--- src/floor_pkg.sv ---
// Floor count and width constants, floor and mask types, direction and scheduler state enums

package floor_pkg;

    ////////////////////////////////////////////////////////////////////////////
    // Building size
    ////////////////////////////////////////////////////////////////////////////

    // Served floors, numbered 0 at the bottom
    localparam int NUM_FLOORS = 11;

    // Wide enough to hold the top floor number
    localparam int FLOOR_BITS = 4;

    ////////////////////////////////////////////////////////////////////////////
    // Types
    ////////////////////////////////////////////////////////////////////////////

    // Floor number, 0 up to NUM_FLOORS-1
    typedef logic [FLOOR_BITS-1:0] floor_t;

    // One bit per floor, bit i is floor i
    typedef logic [NUM_FLOORS-1:0] floor_mask_t;

    // Travel direction of the car
    typedef enum logic {
        DIR_DOWN = 1'b0,
        DIR_UP   = 1'b1
    } dir_t;

    // Scheduler FSM states
    typedef enum logic [1:0] {
        SCHED_IDLE     = 2'd0,
        SCHED_DISPATCH = 2'd1,
        SCHED_TRAVEL   = 2'd2
    } sched_state_t;

endpackage

--- src/request_if.sv ---
// Request bus between the light latch and the scheduler, with latch and sched modports

`timescale 1ns/10ps

interface request_if import floor_pkg::*; ();

    // Lit hall calls and lit car panel requests
    floor_mask_t call_lights;
    floor_mask_t panel_lights;

    // One-cycle pulse that clears both lights of serve_floor
    logic        serve;
    floor_t      serve_floor;

    modport latch (
        output call_lights,
        output panel_lights,
        input  serve,
        input  serve_floor
    );

    modport sched (
        input  call_lights,
        input  panel_lights,
        output serve,
        output serve_floor
    );

endinterface

--- src/car_command.sv ---
// Car command register for run, direction, target floor and door permissions

`timescale 1ns/10ps

module car_command import floor_pkg::*; (
    input  logic   clock,
    input  logic   reset_n,
    input  floor_t target_floor,
    input  dir_t   travel_dir,
    input  logic   target_valid,
    input  floor_t current_floor,
    input  logic   car_moving,
    input  logic   power_on,
    input  logic   emergency,
    input  logic   door_open_button,
    input  logic   door_close_button,
    output logic   car_run,
    output logic   car_up,
    output floor_t car_target,
    output logic   door_open_ok,
    output logic   door_close_ok
);

    logic run_next;
    logic door_allowed;

    always_comb begin
        // Start only from standstill and only toward another floor
        run_next = target_valid && power_on && !emergency && !car_moving
                   && (target_floor != current_floor);

        // Doors answer only with the car stopped and power on
        door_allowed = !car_moving && power_on;
    end

    ////////////////////////////////////////////////////////////////////////////
    // Output registers
    ////////////////////////////////////////////////////////////////////////////

    always_ff @(posedge clock or negedge reset_n) begin
        if (!reset_n) begin
            car_run       <= 1'b0;
            car_up        <= 1'b0;
            car_target    <= '0;
            door_open_ok  <= 1'b0;
            door_close_ok <= 1'b0;
        end else begin
            car_run       <= run_next;
            car_up        <= (travel_dir == DIR_UP);
            car_target    <= target_floor;
            door_open_ok  <= door_open_button && door_allowed;
            door_close_ok <= door_close_button && door_allowed;
        end
    end

endmodule

--- src/elevator_floor_control.sv ---
// Elevator floor controller top level with request latch, floor scheduler and car command

`timescale 1ns/10ps

module elevator_floor_control import floor_pkg::*; (
    input  logic        clock,
    input  logic        reset_n,
    input  floor_mask_t call_buttons,
    input  floor_mask_t panel_buttons,
    input  logic        door_open_button,
    input  logic        door_close_button,
    input  logic        emergency,
    input  logic        power_on,
    input  floor_t      current_floor,
    input  logic        car_moving,
    output floor_mask_t call_lights,
    output floor_mask_t panel_lights,
    output logic        car_run,
    output logic        car_up,
    output floor_t      car_target,
    output logic        door_open_ok,
    output logic        door_close_ok
);

    // Scheduler to car command
    floor_t target_floor;
    dir_t   travel_dir;
    logic   target_valid;

    request_if req_bus ();

    ////////////////////////////////////////////////////////////////////////////
    // Blocks
    ////////////////////////////////////////////////////////////////////////////

    request_latch u_request_latch (
        .clock         (clock),
        .reset_n       (reset_n),
        .call_buttons  (call_buttons),
        .panel_buttons (panel_buttons),
        .current_floor (current_floor),
        .power_on      (power_on),
        .emergency     (emergency),
        .req           (req_bus.latch)
    );

    floor_scheduler u_floor_scheduler (
        .clock         (clock),
        .reset_n       (reset_n),
        .req           (req_bus.sched),
        .current_floor (current_floor),
        .car_moving    (car_moving),
        .power_on      (power_on),
        .emergency     (emergency),
        .target_floor  (target_floor),
        .travel_dir    (travel_dir),
        .target_valid  (target_valid)
    );

    car_command u_car_command (
        .clock             (clock),
        .reset_n           (reset_n),
        .target_floor      (target_floor),
        .travel_dir        (travel_dir),
        .target_valid      (target_valid),
        .current_floor     (current_floor),
        .car_moving        (car_moving),
        .power_on          (power_on),
        .emergency         (emergency),
        .door_open_button  (door_open_button),
        .door_close_button (door_close_button),
        .car_run           (car_run),
        .car_up            (car_up),
        .car_target        (car_target),
        .door_open_ok      (door_open_ok),
        .door_close_ok     (door_close_ok)
    );

    // Lights go straight out to the buttons
    assign call_lights  = req_bus.call_lights;
    assign panel_lights = req_bus.panel_lights;

endmodule

--- src/floor_scheduler.sv ---
// Floor scheduler FSM with arrival detection, serve pulses and nearest-in-direction target search

`timescale 1ns/10ps

module floor_scheduler import floor_pkg::*; (
    input  logic     clock,
    input  logic     reset_n,
    request_if.sched req,
    input  floor_t   current_floor,
    input  logic     car_moving,
    input  logic     power_on,
    input  logic     emergency,
    output floor_t   target_floor,
    output dir_t     travel_dir,
    output logic     target_valid
);

    sched_state_t state;

    floor_mask_t lit;
    dir_t        back_dir;
    logic        hit_ahead;
    logic        hit_back;
    floor_t      pick_ahead;
    floor_t      pick_back;
    logic        ready;
    logic        arrived;

    // Nearest lit floor from the car in one direction, current floor counts as distance 0
    function automatic logic find_nearest(
        input  floor_mask_t mask,
        input  floor_t      from,
        input  dir_t        dir,
        output floor_t      pick
    );
        logic hit;
        int   idx;
        hit  = 1'b0;
        pick = from;
        for (int step = 0; step < NUM_FLOORS; step++) begin
            // Scan outward from the far end opposite to dir so the first hit is nearest
            idx = (dir == DIR_UP) ? step : NUM_FLOORS - 1 - step;
            if (!hit && mask[idx] && ((dir == DIR_UP) ? (idx >= from) : (idx <= from))) begin
                hit  = 1'b1;
                pick = floor_t'(idx);
            end
        end
        return hit;
    endfunction

    ////////////////////////////////////////////////////////////////////////////
    // Search and arrival
    ////////////////////////////////////////////////////////////////////////////

    always_comb begin
        lit       = req.call_lights | req.panel_lights;
        back_dir  = (travel_dir == DIR_UP) ? DIR_DOWN : DIR_UP;
        hit_ahead = find_nearest(lit, current_floor, travel_dir, pick_ahead);
        hit_back  = find_nearest(lit, current_floor, back_dir, pick_back);

        // Wait out a serve pulse so the cleared lights are seen first
        ready   = !car_moving && power_on && !emergency && !req.serve;
        arrived = !car_moving && target_valid && (current_floor == target_floor);
    end

    // Target cannot change while serve is high
    assign req.serve_floor = target_floor;

    ////////////////////////////////////////////////////////////////////////////
    // Scheduler FSM
    ////////////////////////////////////////////////////////////////////////////

    always_ff @(posedge clock or negedge reset_n) begin
        if (!reset_n) begin
            state        <= SCHED_IDLE;
            target_floor <= '0;
            travel_dir   <= DIR_UP;
            target_valid <= 1'b0;
            req.serve    <= 1'b0;
        end else begin
            req.serve <= 1'b0;
            case (state)
                SCHED_IDLE: begin
                    if (ready) begin
                        if (hit_ahead) begin
                            target_floor <= pick_ahead;
                            target_valid <= 1'b1;
                            state        <= SCHED_DISPATCH;
                        end else if (hit_back) begin
                            // Nothing ahead so turn around
                            target_floor <= pick_back;
                            travel_dir   <= back_dir;
                            target_valid <= 1'b1;
                            state        <= SCHED_DISPATCH;
                        end else begin
                            target_valid <= 1'b0;
                        end
                    end
                end
                // One cycle for the car command to pick up the new target
                SCHED_DISPATCH: begin
                    state <= SCHED_TRAVEL;
                end
                SCHED_TRAVEL: begin
                    if (arrived) begin
                        req.serve <= 1'b1;
                        state     <= SCHED_IDLE;
                    end
                end
                default: begin
                    state <= SCHED_IDLE;
                end
            endcase
        end
    end

endmodule

--- src/request_latch.sv ---
// Request latch holding the call and panel lights, set by buttons and cleared by serve pulses

`timescale 1ns/10ps

module request_latch import floor_pkg::*; (
    input  logic        clock,
    input  logic        reset_n,
    input  floor_mask_t call_buttons,
    input  floor_mask_t panel_buttons,
    input  floor_t      current_floor,
    input  logic        power_on,
    input  logic        emergency,
    request_if.latch    req
);

    // Floor the car is standing at
    floor_mask_t here_mask;
    // Floors a press may light this cycle
    floor_mask_t press_mask;
    // Floor being served this cycle
    floor_mask_t clear_mask;
    floor_mask_t call_next;
    floor_mask_t panel_next;

    // Lit floors stay lit, clearing beats a press of the same floor
    function automatic floor_mask_t update_lights(
        input floor_mask_t lights,
        input floor_mask_t buttons,
        input floor_mask_t allow,
        input floor_mask_t clear
    );
        return (lights | (buttons & allow)) & ~clear;
    endfunction

    ////////////////////////////////////////////////////////////////////////////
    // Set and clear masks
    ////////////////////////////////////////////////////////////////////////////

    always_comb begin
        here_mask = floor_mask_t'(1) << current_floor;

        // Presses only count with power on and no emergency
        if (power_on && !emergency) begin
            press_mask = ~here_mask;
        end else begin
            press_mask = '0;
        end

        if (req.serve) begin
            clear_mask = floor_mask_t'(1) << req.serve_floor;
        end else begin
            clear_mask = '0;
        end

        call_next  = update_lights(req.call_lights, call_buttons, press_mask, clear_mask);
        panel_next = update_lights(req.panel_lights, panel_buttons, press_mask, clear_mask);
    end

    ////////////////////////////////////////////////////////////////////////////
    // Light registers
    ////////////////////////////////////////////////////////////////////////////

    always_ff @(posedge clock or negedge reset_n) begin
        if (!reset_n) begin
            req.call_lights  <= '0;
            req.panel_lights <= '0;
        end else begin
            req.call_lights  <= call_next;
            req.panel_lights <= panel_next;
        end
    end

endmodule

--- config.mk ---
export PLATFORM = sky130hd
export DESIGN_NAME = elevator_floor_control
export DESIGN_NICKNAME = d
export VERILOG_FILES = /design/src/floor_pkg.sv /design/src/request_if.sv /design/src/car_command.sv /design/src/elevator_floor_control.sv /design/src/floor_scheduler.sv /design/src/request_latch.sv
export SDC_FILE = /design/constraint.sdc
export NUM_CORES = 1
export LEC_CHECK = 0
export BUFFER_PORTS_ARGS = -buffer_cell sky130_fd_sc_hd__buf_4
export CELL_PAD_IN_SITES_DETAIL_PLACEMENT = 1
export CELL_PAD_IN_SITES_GLOBAL_PLACEMENT = 2
export CORE_MARGIN = 1.5
export CORE_UTILIZATION = 32
export DETAILED_ROUTE_END_ITERATION = 16
export GPL_TIMING_DRIVEN = 0
export PLACE_DENSITY = 0.9
export RECOVER_POWER = 100
export SKIP_LAST_GASP = 1
export SYNTH_ARGS = -nofsm -noshare
export SYNTH_HDL_FRONTEND = slang
export SYNTH_SLANG_ARGS = --single-unit
--- constraint.sdc ---
create_clock -name clock -period 4.2 [get_ports clock]
set_clock_uncertainty 0.05 [all_clocks]
set_input_delay 0 -clock clock [delete_from_list [all_inputs] [get_ports clock]]
set_output_delay 0 -clock clock [all_outputs]
set_load 0.02 [all_outputs]
======== After elaboration in Yosys (flattened, before gate mapping) ========
Index checks and enable logic that the tools add are counted.
word-level totals
  register bits after elaboration ......... 39
  latch bits .............................. 0
  bits in writable memories ............... 0
  ROM bits ................................ 0
  input bits .............................. 33
  output and inout bits ................... 30
  logic and storage cells ................. 266
  memories ................................ 0
cells by class
  add/sub/neg operators ................... 0
  $mul .................................... 0
  divide/modulo/power cells ............... 0
  order comparisons ....................... 32
  eq/ne operators ......................... 7
  shifts and indexed selects .............. 2
  multiplexer cells ....................... 120
  bitwise gates (word level) .............. 10
  reductions and logical operators ........ 83
operator list
  cell                                                               count
  greater-or-equal comparator 32 x 4 -> 1 bit                        10
  <= comparator 32 x 4 -> 1 bit                                      10
  < comparator 32 x 6 -> 1 bit (second input constant)               10
  2-to-1 mux 4 bit                                                   30
  2-to-1 mux 1 bit                                                   69
  logical AND 1 bit                                                  54
  bitwise AND 11 bit                                                 4
  binary-select mux 1 bit (select 4 bit)                             10
  OR 11 bit                                                          3
  logical NOT 1 bit                                                  23
  2-to-1 mux 11 bit                                                  2
  NOT 11 bit                                                         2
  << shifter 1 x 4 -> 11 bit (first input constant)                  2
  2-to-1 mux 2 bit                                                   6
  2-to-1 mux 3 bit                                                   2
  case mux 2 bit (3 select lines)                                    1
  AND reduction 3 bit                                                2
  == test 4 bit                                                      1
  greater-or-equal comparator 3 x 4 -> 1 bit (first input constant)  1
  <= comparator 3 x 4 -> 1 bit (first input constant)                1
  != test 2 x 1 -> 1 bit (second input constant)                     2
  != test 4 bit                                                      1
  AND reduction 4 bit                                                1
  != test 3 x 1 -> 1 bit (second input constant)                     1
  other kinds (6)                                                    6

======== Longest topological paths before layout ========
Gate-level depths: netlist of the first run.
  word-level depth ........................ 50
  depth in mapped cells ................... 14
  depth with buffers taken out ............ 10

======== Hierarchy ========
Synthesis of the first run repeated with hierarchy kept, for this count alone.
unflattened totals
  cells, all modules ...................... 384
  area, all modules ....................... 3283.1 µm²
by module, submodules not included
  module           instances  cells each  area each (µm²)  seq. area each (µm²)
  floor_scheduler  1          267         1948.1           226.5
  request_latch    1          101         1062.3           550.5
  car_command      1          16          272.8            200.2

======== Worst setup path before layout of the first run ========
OpenSTA, ideal clock, no wires.
  path type ............................... register to register
  from .................................... register u_floor_scheduler.travel_dir
  to ...................................... register u_floor_scheduler.target_floor[0] (netlist: u_floor_scheduler.req.serve_floor[0])
  library setup time ...................... 0.120 ns
  data arrival time ....................... 3.389 ns
  data required time ...................... 4.030 ns
  slack ................................... 0.642 ns
  cell stages (with the launch flop) ...... 14
  buffers on the path ..................... 3
  period minus slack after synthesis ...... 3.558 ns
  cell sequence ........................... dfstp_2 buf_4 inv_2 clkbuf_1 ha_1 a311o_1 nor2b_4 nand4bb_4 or4_4 buf_6 nor2_8 a31oi_4 mux2_4 a31o_1
between the ends
  cells in the longest elaborated chain, start to end .. 48
  elaborated cells on any way between the ends .. 192
  classes of those cells .................. order compare: 20; mux: 108; reduce/logical: 64
ends and longest elaborated chain
  what                                                                                  RTL line               source
  start, declared                                                                       floor_scheduler.sv:14  output dir_t travel_dir,
  start signal, assigned                                                                floor_scheduler.sv:92  travel_dir <= back_dir;
  branches (longest 48 deep; another with greater-or-equal comparator 32 x 4 -> 1 bit)  -
  end signal, assigned                                                                  floor_scheduler.sv:86  target_floor <= pick_ahead;
  end signal, assigned                                                                  floor_scheduler.sv:91  target_floor <= pick_back;
  end, declared                                                                         floor_scheduler.sv:13  output floor_t target_floor,
Several ways; the timed one is not identified. The select of a mux whose other input is x is not followed.
A chain may end at the register's enable or synchronous reset.

======== Final worst setup path of the first run ========
Same ends and word-level chain as after synthesis.

==> results of run 1 <==
area by class of cell:
class / count / share of cell area [%]
antenna: 1 / 0.0615
buffer: 20 / 2.80
clock buffer: 6 / 2.03
clock inverter: 2 / 0.861
inverter: 8 / 0.738
multi-input combinational: 311 / 50.6
sequential: 39 / 24.0
tap: 129 / 3.97
timing repair buffer: 88 / 15.0
cell families after synthesis:
kind of cell / Yosys count / share of synthesized area [%]
AND/OR/NAND/NOR: 158 / 27.7
multiplexers: 3 / 1.17
adder cells (fa/ha/maj): 6 / 2.43
XOR/XNOR: 5 / 1.42
flip-flops: 39 / 31.6
buffers and inverters: 28 / 4.69
AO/OA/AOI/OAI: 139 / 31.0
path summary, 6_finish.rpt:
check | to | slack (ns) | depth (start not counted)
worst max-delay path | u_floor_scheduler.req.serve_floor[0] | 0.16 | 13
worst min-delay path | u_car_command.door_close_ok | 0.09 | 3
worst max register to register | u_floor_scheduler.req.serve_floor[0] | 0.16 | 13
worst min register to register | u_car_command.car_target[0] | 0.33 | 0
max in group asynchronous | u_floor_scheduler.req.serve | 2.03 | 2
min in group asynchronous | u_request_latch.req.call_lights[0] | 0.83 | 2
placed cells by master, fill, tap and decap left out, types with 3 or more instances in the layout:
cell           netlist  final
xor2_1               4      4
dlygate4sd3_1        0     26
buf_4                4     35
a31oi_1             12     11
nand3_1              4      4
o21ai_0             17     17
nor3b_1              3      3
nor2b_1              5      5
nand2_1             16     16
a211o_1              3      3
a211oi_1             7      7
ha_1                 6      5
o32ai_2              1      4
clkbuf_1             6     38
nand2b_1             8      7
buf_2                8      7
clkbuf_8             0      6
or3_1                3      3
nor3_1              10     10
o32ai_1              6      3
a2bb2oi_1            4      4
nor2_1              73     73
dfrtp_1             38     38
nand3b_1             6      6
a21oi_1             43     43
o21a_1               3      3
inv_1                7      7
a21o_1               6      6
o21bai_1             7      7
nor4_1               3      3
per-layer routing:
layer	vias to the layer above	track usage [%]	routed length, um
met5	-	0	0
met2	112	46.0	6450
li1	1601	-	-
met3	24	2.48	417
met1	1782	32.8	5580
met4	0	9.51	341
state kept, by name (all words and copies together) (netlist names), 2 cells and up:
name                               flops
u_request_latch.req.call_lights       11
u_request_latch.req.panel_lights      11
u_car_command.car_target               4
u_floor_scheduler.req.serve_floor      4
u_floor_scheduler.state                2
report_power, final:
part	internal, mW	switching (mW)	leakage, nW	total [mW]
logic	0.172	0.272	1.10	0.444
registers	0.432	0.0467	0.400	0.479
clock network	0.192	0.138	0.0612	0.330
total	0.797	0.457	1.56	1.25
worst max-delay path, stage by stage (launching register included):
cell,delay (ns)
dfstp_2,0.67
buf_4,0.24
inv_2,0.06
buf_2,0.23
ha_1,0.37
a311o_1,0.40
nor2b_4,0.16
nand4bb_4,0.23
or4_4,0.53
buf_6,0.15
nor2_8,0.12
a31oi_4,0.18
mux2_4,0.34
a31o_1,0.18
repair_timing:
| item | in CTS | in global routing |
|---|---|---|
| gates resized for setup | 5 | 11 |
| hold buffers | 26 | 0 |
| gates cloned | 0 | 0 |
| pin swaps | 0 | 2 |
| setup buffers | 0 | 3 |
| endpoints found under the hold margin | 65 | 0 |
| endpoints found under the setup margin | 1 | 2 |
==> impl_metrics.csv, run 1 <==
group,metric,value,unit
worst_setup_path,crit_arrival,4.18,ns
grt,grt_max_degree,40,
cells_and_area,multi_input_area,0.00206,sq mm
cts,clk_path_buf_depth,2,
flow_run,cap_violations,1,
status,violations,"max-capacitance violations, max-slew violations",
grt,grt_usage,26.0,%
sta,fmaxAchievable,247,MHz
cells_and_area,drive_gt1_share,17.3,%
floorplan,fp.dieW,101,um
worst_setup_path,crit_start,"u_floor_scheduler.travel_dir",
worst_setup_path,required,4.34,ns
cts,h-tree-depth,2,
cts,clock_latency,0.29,ns
floorplan,coreArea,0.00928,sq mm
placed_design,hpwlAfterDp,9320,um
floorplan,start_util,33.3,%
cts,cts_root_buffer,"clkbuf_8",
cts,numCtsBuffers,5,
route,drtIter0Drc,212,
route,routed_wl,12800,um
worst_setup_path,timing.rr.start,"u_floor_scheduler.travel_dir",
yosys,synth_cells,378,
power_and_ir_drop,power.total,1.25,mW
cells_and_area,stdcell_count,604,
yosys,synth_top_area_share,30.7,%
yosys,yosysMostFrequentCell,"nor2_1",
placed_design,dpl_worst_slack,-0.0768,ns
sta,worst_pin_slew,2.16,ns
route,final_antenna_net_count,0,
cells_and_area,utilization,43.8,%
worst_setup_path,worst-setup-path-type,"reg2reg",
power_and_ir_drop,cellPowerDensity,308,mW/mm^2
placed_design,gp_congestion,0.906,
yosys,synth-seq-area-share,31.6,%
placed_design,dpl_cell_area,0.00370,sq mm
yosys,ys_types,76,
cells_and_area,area_growth,31.6,%
worst_setup_path,cp-end-kind,"flop",
cells_and_area,stdcell_area,0.00407,sq mm
cts,tritoncts,"done",
yosys,synthArstFlopShare,100,%
grt,antenna_found_initial,1,
sta,hold_viol,0,
cts,clock-sinks,39,
sta,rsz0062_at_grt,"false",
min_path,hp-class,"in2reg",
sta,slew_headroom,-44.1,%
route,dr.pass1.iters,4,
floorplan,dieArea,0.0103,sq mm
grt,grt_first_pass_wirelength,20200,um
cells_and_area,seq_area,977,sq um
yosys,synth_area_leaders,"dfrtp_1 31%, nor2_1 8.9%, a21oi_1 7.0%",
floorplan,die_h,101,um
placed_design,port_buffers,59,
sta,setup-violations-final,0,
floorplan,rows,35,
sta,min_period,4.04,ns
sta,worst_hold_slack,0.0851,ns
yosys,yosysTopAreaCell,"dfrtp_1",
min_path,hold_start,"power_on",
cells_and_area,num-nets-final,512,
yosys,ys_seq_elements,39,
power_and_ir_drop,power_leakage,1.56,nW
grt,grt_pass1_vias,3671,
route,vias_per_cell,5.83,
yosys,synth_fp_nets,417,
grt,grt_overflow,0,
sta,maxSlewViolCount,40,
floorplan,io_pins,63,
cells_and_area,fillers,1160,
worst_setup_path,path_max_fanout,12,
sta,finalSetupTns,0,ns
route,vias,3519,
yosys,synth_area,0.00309,sq mm
worst_setup_path,start_kind,"flop",
yosys,synth_flop_cell,"dfrtp_1",
yosys,yosys_warnings,0,
status,outcome,"finished with violations",
yosys,synth_commonest_cells,"73 x nor2_1, 43 x a21oi_1, 38 x dfrtp_1",
power_and_ir_drop,peakVddDrop,0.162,mV
route,drc,0,
sta,postLayoutSetupSlackWorst,0.158,ns
yosys,synth_edf_count,0,
yosys,syn_area_per_cell,8.18,sq um
route,wire_per_inst,21.2,um
cts,clkTransAtPathRegs,0.08,ns
sta,min_period_over_period,96.2,%
placed_design,dp_cells,566,
Power figures use the tool's default switching activity.
==> run 2: changes to the inputs <==
--- a/config.mk
+++ b/config.mk
@@ -5,14 +5,16 @@
 export SDC_FILE = /design/constraint.sdc
 export NUM_CORES = 1
 export LEC_CHECK = 0
+export ABC_AREA = 1
 export BUFFER_PORTS_ARGS = -buffer_cell sky130_fd_sc_hd__buf_4
+export CAP_MARGIN = 40
 export CELL_PAD_IN_SITES_DETAIL_PLACEMENT = 1
 export CELL_PAD_IN_SITES_GLOBAL_PLACEMENT = 2
 export CORE_MARGIN = 1.5
-export CORE_UTILIZATION = 32
+export CORE_UTILIZATION = 30
 export DETAILED_ROUTE_END_ITERATION = 16
 export GPL_TIMING_DRIVEN = 0
-export PLACE_DENSITY = 0.9
+export PLACE_DENSITY = 0.78
 export RECOVER_POWER = 100
 export SKIP_LAST_GASP = 1
 export SYNTH_ARGS = -nofsm -noshare
==> run 2 against run 1 <==
  * The run still ends with max-capacitance violations, max-slew violations left
  * Sequential power is 7.3% higher
  * Clock power is 18% lower
  * Fmax is 1.0% higher
  * Non-clock buffer count is 2 higher
  * Worst hold slack worse by 0.040 ns
  * Clock-buffer cell count is 1 higher
  * Critical endpoint is now u_floor_scheduler.req.serve_floor[1]
  * Largest power group unchanged
==> impl_metrics.csv, run 2 <==
group,metric,value,unit
cts,clock_latency,0.29,ns
worst_setup_path,crit_arrival,4.13,ns
yosys,syn_area_per_cell,6.41,sq um
cts,clk_path_buf_depth,2,
power_and_ir_drop,pwr-share-seq,40.7,%
min_path,hp-class,"in2reg",
cells_and_area,area_growth,35.0,%
route,drc,0,
sta,worst_pin_slew,2.13,ns
grt,grt_overflow,0,
power_and_ir_drop,cellPowerDensity,287,mW/mm^2
power_and_ir_drop,peakVddDrop,0.199,mV
placed_design,hpwlAfterDp,9800,um
route,final_antenna_net_count,0,
yosys,yosys.area_share.xor_xnor,1.34,%
placed_design,gp_congestion,0.879,
cts,clkTransAtPathRegs,0.08,ns
power_and_ir_drop,p_int,764,uW
flow_run,cap_violations,1,
worst_setup_path,path_max_fanout,12,
yosys,synth_fp_nets,548,
sta,maxSlewViolCount,40,
worst_setup_path,worstReg2RegEnd,"u_floor_scheduler.req.serve_floor[1]",
grt,grt_max_degree,40,
worst_setup_path,timing.rr.start,"u_floor_scheduler.travel_dir",
grt,grt_first_pass_wirelength,19900,um
cells_and_area,num-nets-final,654,
min_path,hold_start,"emergency",
yosys,yosysMostFrequentCell,"nand2_1",
worst_setup_path,rr_worst_depth,23,
route,drtIter0Drc,126,
floorplan,coreArea,0.0104,sq mm
status,violations,"max-capacitance violations, max-slew violations",
status,outcome,"finished with violations",
sta,min_period,4.00,ns
cts,tritoncts,"done",
worst_setup_path,cp_top_family,"simple AND/OR/NAND/NOR gates",
sta,min_period_over_period,95.3,%
yosys,synth_area,0.00326,sq mm
cells_and_area,drive_gt1_share,20.8,%
cells_and_area,stdcell_count,752,
worst_setup_path,r2r_setup_slack,0.20,ns
yosys,synthMuxAreaShare,0,%
worst_setup_path,worst-setup-path-type,"reg2reg",
sta,slew_headroom,-41.9,%
yosys,synth_edf_count,0,
floorplan,die_h,107,um
yosys,synthArstFlopShare,100,%
route,vias,3749,
min_path,hold-path-cell-count,4,
grt,antenna_found_initial,0,
sta,setup-violations-final,0,
cells_and_area,final_common_cell,"nand2_1",
power_and_ir_drop,power_leakage,2.22,nW
worst_setup_path,start_kind,"flop",
cells_and_area,diodes,0,
route,dr.pass1.iters,4,
min_path,holdPathEnd,"u_request_latch.req.call_lights[5]",
worst_setup_path,crit_chain,"buf_6 > inv_2 > buf_2 > clkbuf_4 > buf_4 > ha_4 > inv_2 > nor2_8 > nand2_2 > nand2_2 > nand2_2 > o21ai_4 > nand2_2 > a21oi_4 > nand4_2 > a21oi_4 > nand4_4 > nor2_4 > nand2_2 > nand2_4 > inv_2 > nor2_2 > a21oi_2",
yosys,synth_commonest_cells,"122 x nand2_1, 74 x inv_1, 57 x nand3_1",
yosys,synth_compound_area_share,16.1,%
grt,grt_usage,22.3,%
worst_setup_path,cp-end-kind,"flop",
sta,fmaxAchievable,250,MHz
floorplan,io_pins,63,
worst_setup_path,crit_buf_inv,7,
placed_design,dp_cells,706,
worst_setup_path,cp_slowest_cell,"dfstp_2",
power_and_ir_drop,clkPwrFrac,21.4,%
floorplan,start_util,31.3,%
cts,h-tree-depth,2,
yosys,synth_top_family_by_area,"simple AND/OR/NAND/NOR gates",
cells_and_area,layout_common_cells,"121 x nand2_1, 74 x inv_1, 73 x buf_4, 56 x nand3_1, 48 x nor2_1",
floorplan,rows,37,
worst_setup_path,max_stage_delay,0.60,ns
yosys,ys_seq_elements,39,
floorplan,dieArea,0.0115,sq mm
placed_design,port_buffers,61,
yosys,synth-seq-area-share,30.0,%
yosys,synth_area_leaders,"dfrtp_1 29%, nand2_1 14%, nand3_1 8.7%",
yosys,yosysTopAreaCell,"dfrtp_1",
power_and_ir_drop,power.total,1.26,mW
yosys,ys_types,46,
cts,numCtsBuffers,5,
worst_setup_path,required,4.33,ns
route,vias_per_cell,4.99,
yosys,synth_cells,509,
route,routed_wl,12400,um
yosys,synth_top_area_share,29.2,%
route,wire_per_inst,16.5,um
floorplan,fp.dieW,107,um
yosys,synth-simple-area-share,38.9,%
cts,clock-sinks,39,
cells_and_area,reg.largest.list,"u_request_latch.req.call_lights: 11 flops, u_request_latch.req.panel_lights: 11 flops",
power_and_ir_drop,sw_frac_of_total,39.5,%
sta,hold_viol,0,
yosys,yosys_warnings,0,
yosys,synth_flop_cell,"dfrtp_1",
power_and_ir_drop,combPwrFrac,37.8,%
power_and_ir_drop,switching_power,499,uW
worst_setup_path,crit_top_cell,"nand2_2",
grt,grt_pass1_vias,3858,
cts,cts_root_buffer,"clkbuf_8",
yosys,synthAdderAreaFrac,2.30,%
-- run 2: cell count changes in the layout (fill, tap and decap cells not counted), moves of 10 or more --
cell	before	now
nor2_1	73	48
buf_4	35	73
inv_1	7	74
clkbuf_1	38	4
nand3_1	4	56
nand2_1	16	121
nand4_1	1	11
-- run 2: power groups by stage --
stage	sequential (mW)	clock [mW]	combinational, mW
floorplan	0.541	0	0.235
global placement	0.522	0	0.433
detailed placement	0.520	0	0.443
CTS	0.516	0.278	0.468
global route	0.524	0.290	0.527
finish	0.514	0.271	0.478
-- run 2: repair_timing --
item,CTS,global route
setup buffers,2,8
endpoints found under the setup margin,7,7
pin swaps,1,2
hold endpoints to repair,65,0
resized for setup,6,11
hold buffers,28,0
-- run 2: tightest hold or removal path: cells and delay by family --
family | cells | cell delay [ns]
AO/OA/AOI/OAI | 1 | 0.06
buffers and inverters | 1 | 0.08
AND/OR/NAND/NOR | 2 | 0.20
-- run 2: per-layer routing --
layer / GRT usage [%] / up-vias / part of all wire [%]
met1: 29.8 / 1792 / 47
met4: 5.14 / 0 / 1.7
met2: 38.9 / 73 / 48
met5: 0 / - / 0
met3: 1.88 / 11 / 3.0
li1: - / 1873 / -
-- run 2: final cells by class --
type / instances / area [sq um]
buffer: 11 / 75.1
clock buffer: 7 / 86.3
clock inverter: 1 / 8.76
fill: 1381 / 6010
inverter: 82 / 310
multi-input combinational: 377 / 1970
sequential: 39 / 977
tap: 136 / 170
timing repair buffer: 99 / 810
-- run 2: logic make-up (layout without fill, tap and decap cells) --
group / count (synthesis) / in the layout
buf+inv: 93 / 200
xor+xnor: 5 / 5
flops: 39 / 39
simple gates: 276 / 276
fa+ha+maj: 6 / 6
compound gates: 90 / 90
-- run 2: worst max-delay path by stage --
stage | from | end | slack (ns) | cells past startpoint
3_5_place_dp | u_floor_scheduler.travel_dir | u_floor_scheduler.req.serve_floor[1] | -0.66 | 22
6_report | u_floor_scheduler.travel_dir | u_floor_scheduler.req.serve_floor[1] | 0.20 | 23
2_1_floorplan | u_floor_scheduler.travel_dir | u_floor_scheduler.req.serve_floor[1] | 0.56 | 24
4_1_cts | u_floor_scheduler.travel_dir | u_floor_scheduler.req.serve_floor[1] | 0.02 | 23
5_1_grt | u_floor_scheduler.travel_dir | u_floor_scheduler.req.serve_floor[3] | -0.02 | 23
3_3_place_gp | u_floor_scheduler.travel_dir | u_floor_scheduler.req.serve_floor[3] | -0.56 | 22
-- run 2: through the flow --
step | area [sq um] | worst slack (ns) | setup TNS (ns) | utilization [%] | hold slack [ns]
floorplan | 3260 | 0.563 | 0 | - | -0.346
global placement | 3890 | -0.562 | -3.47 | 37.3 | -0.0505
detailed placement | 3890 | -0.658 | -4.12 | 37.3 | -0.0427
CTS | 4310 | 0.0250 | 0 | 41.3 | 0.0457
global route | 4400 | -0.0164 | -0.0401 | 42.3 | 0.0584
finish | 4400 | 0.199 | 0 | 42.3 | 0.0454
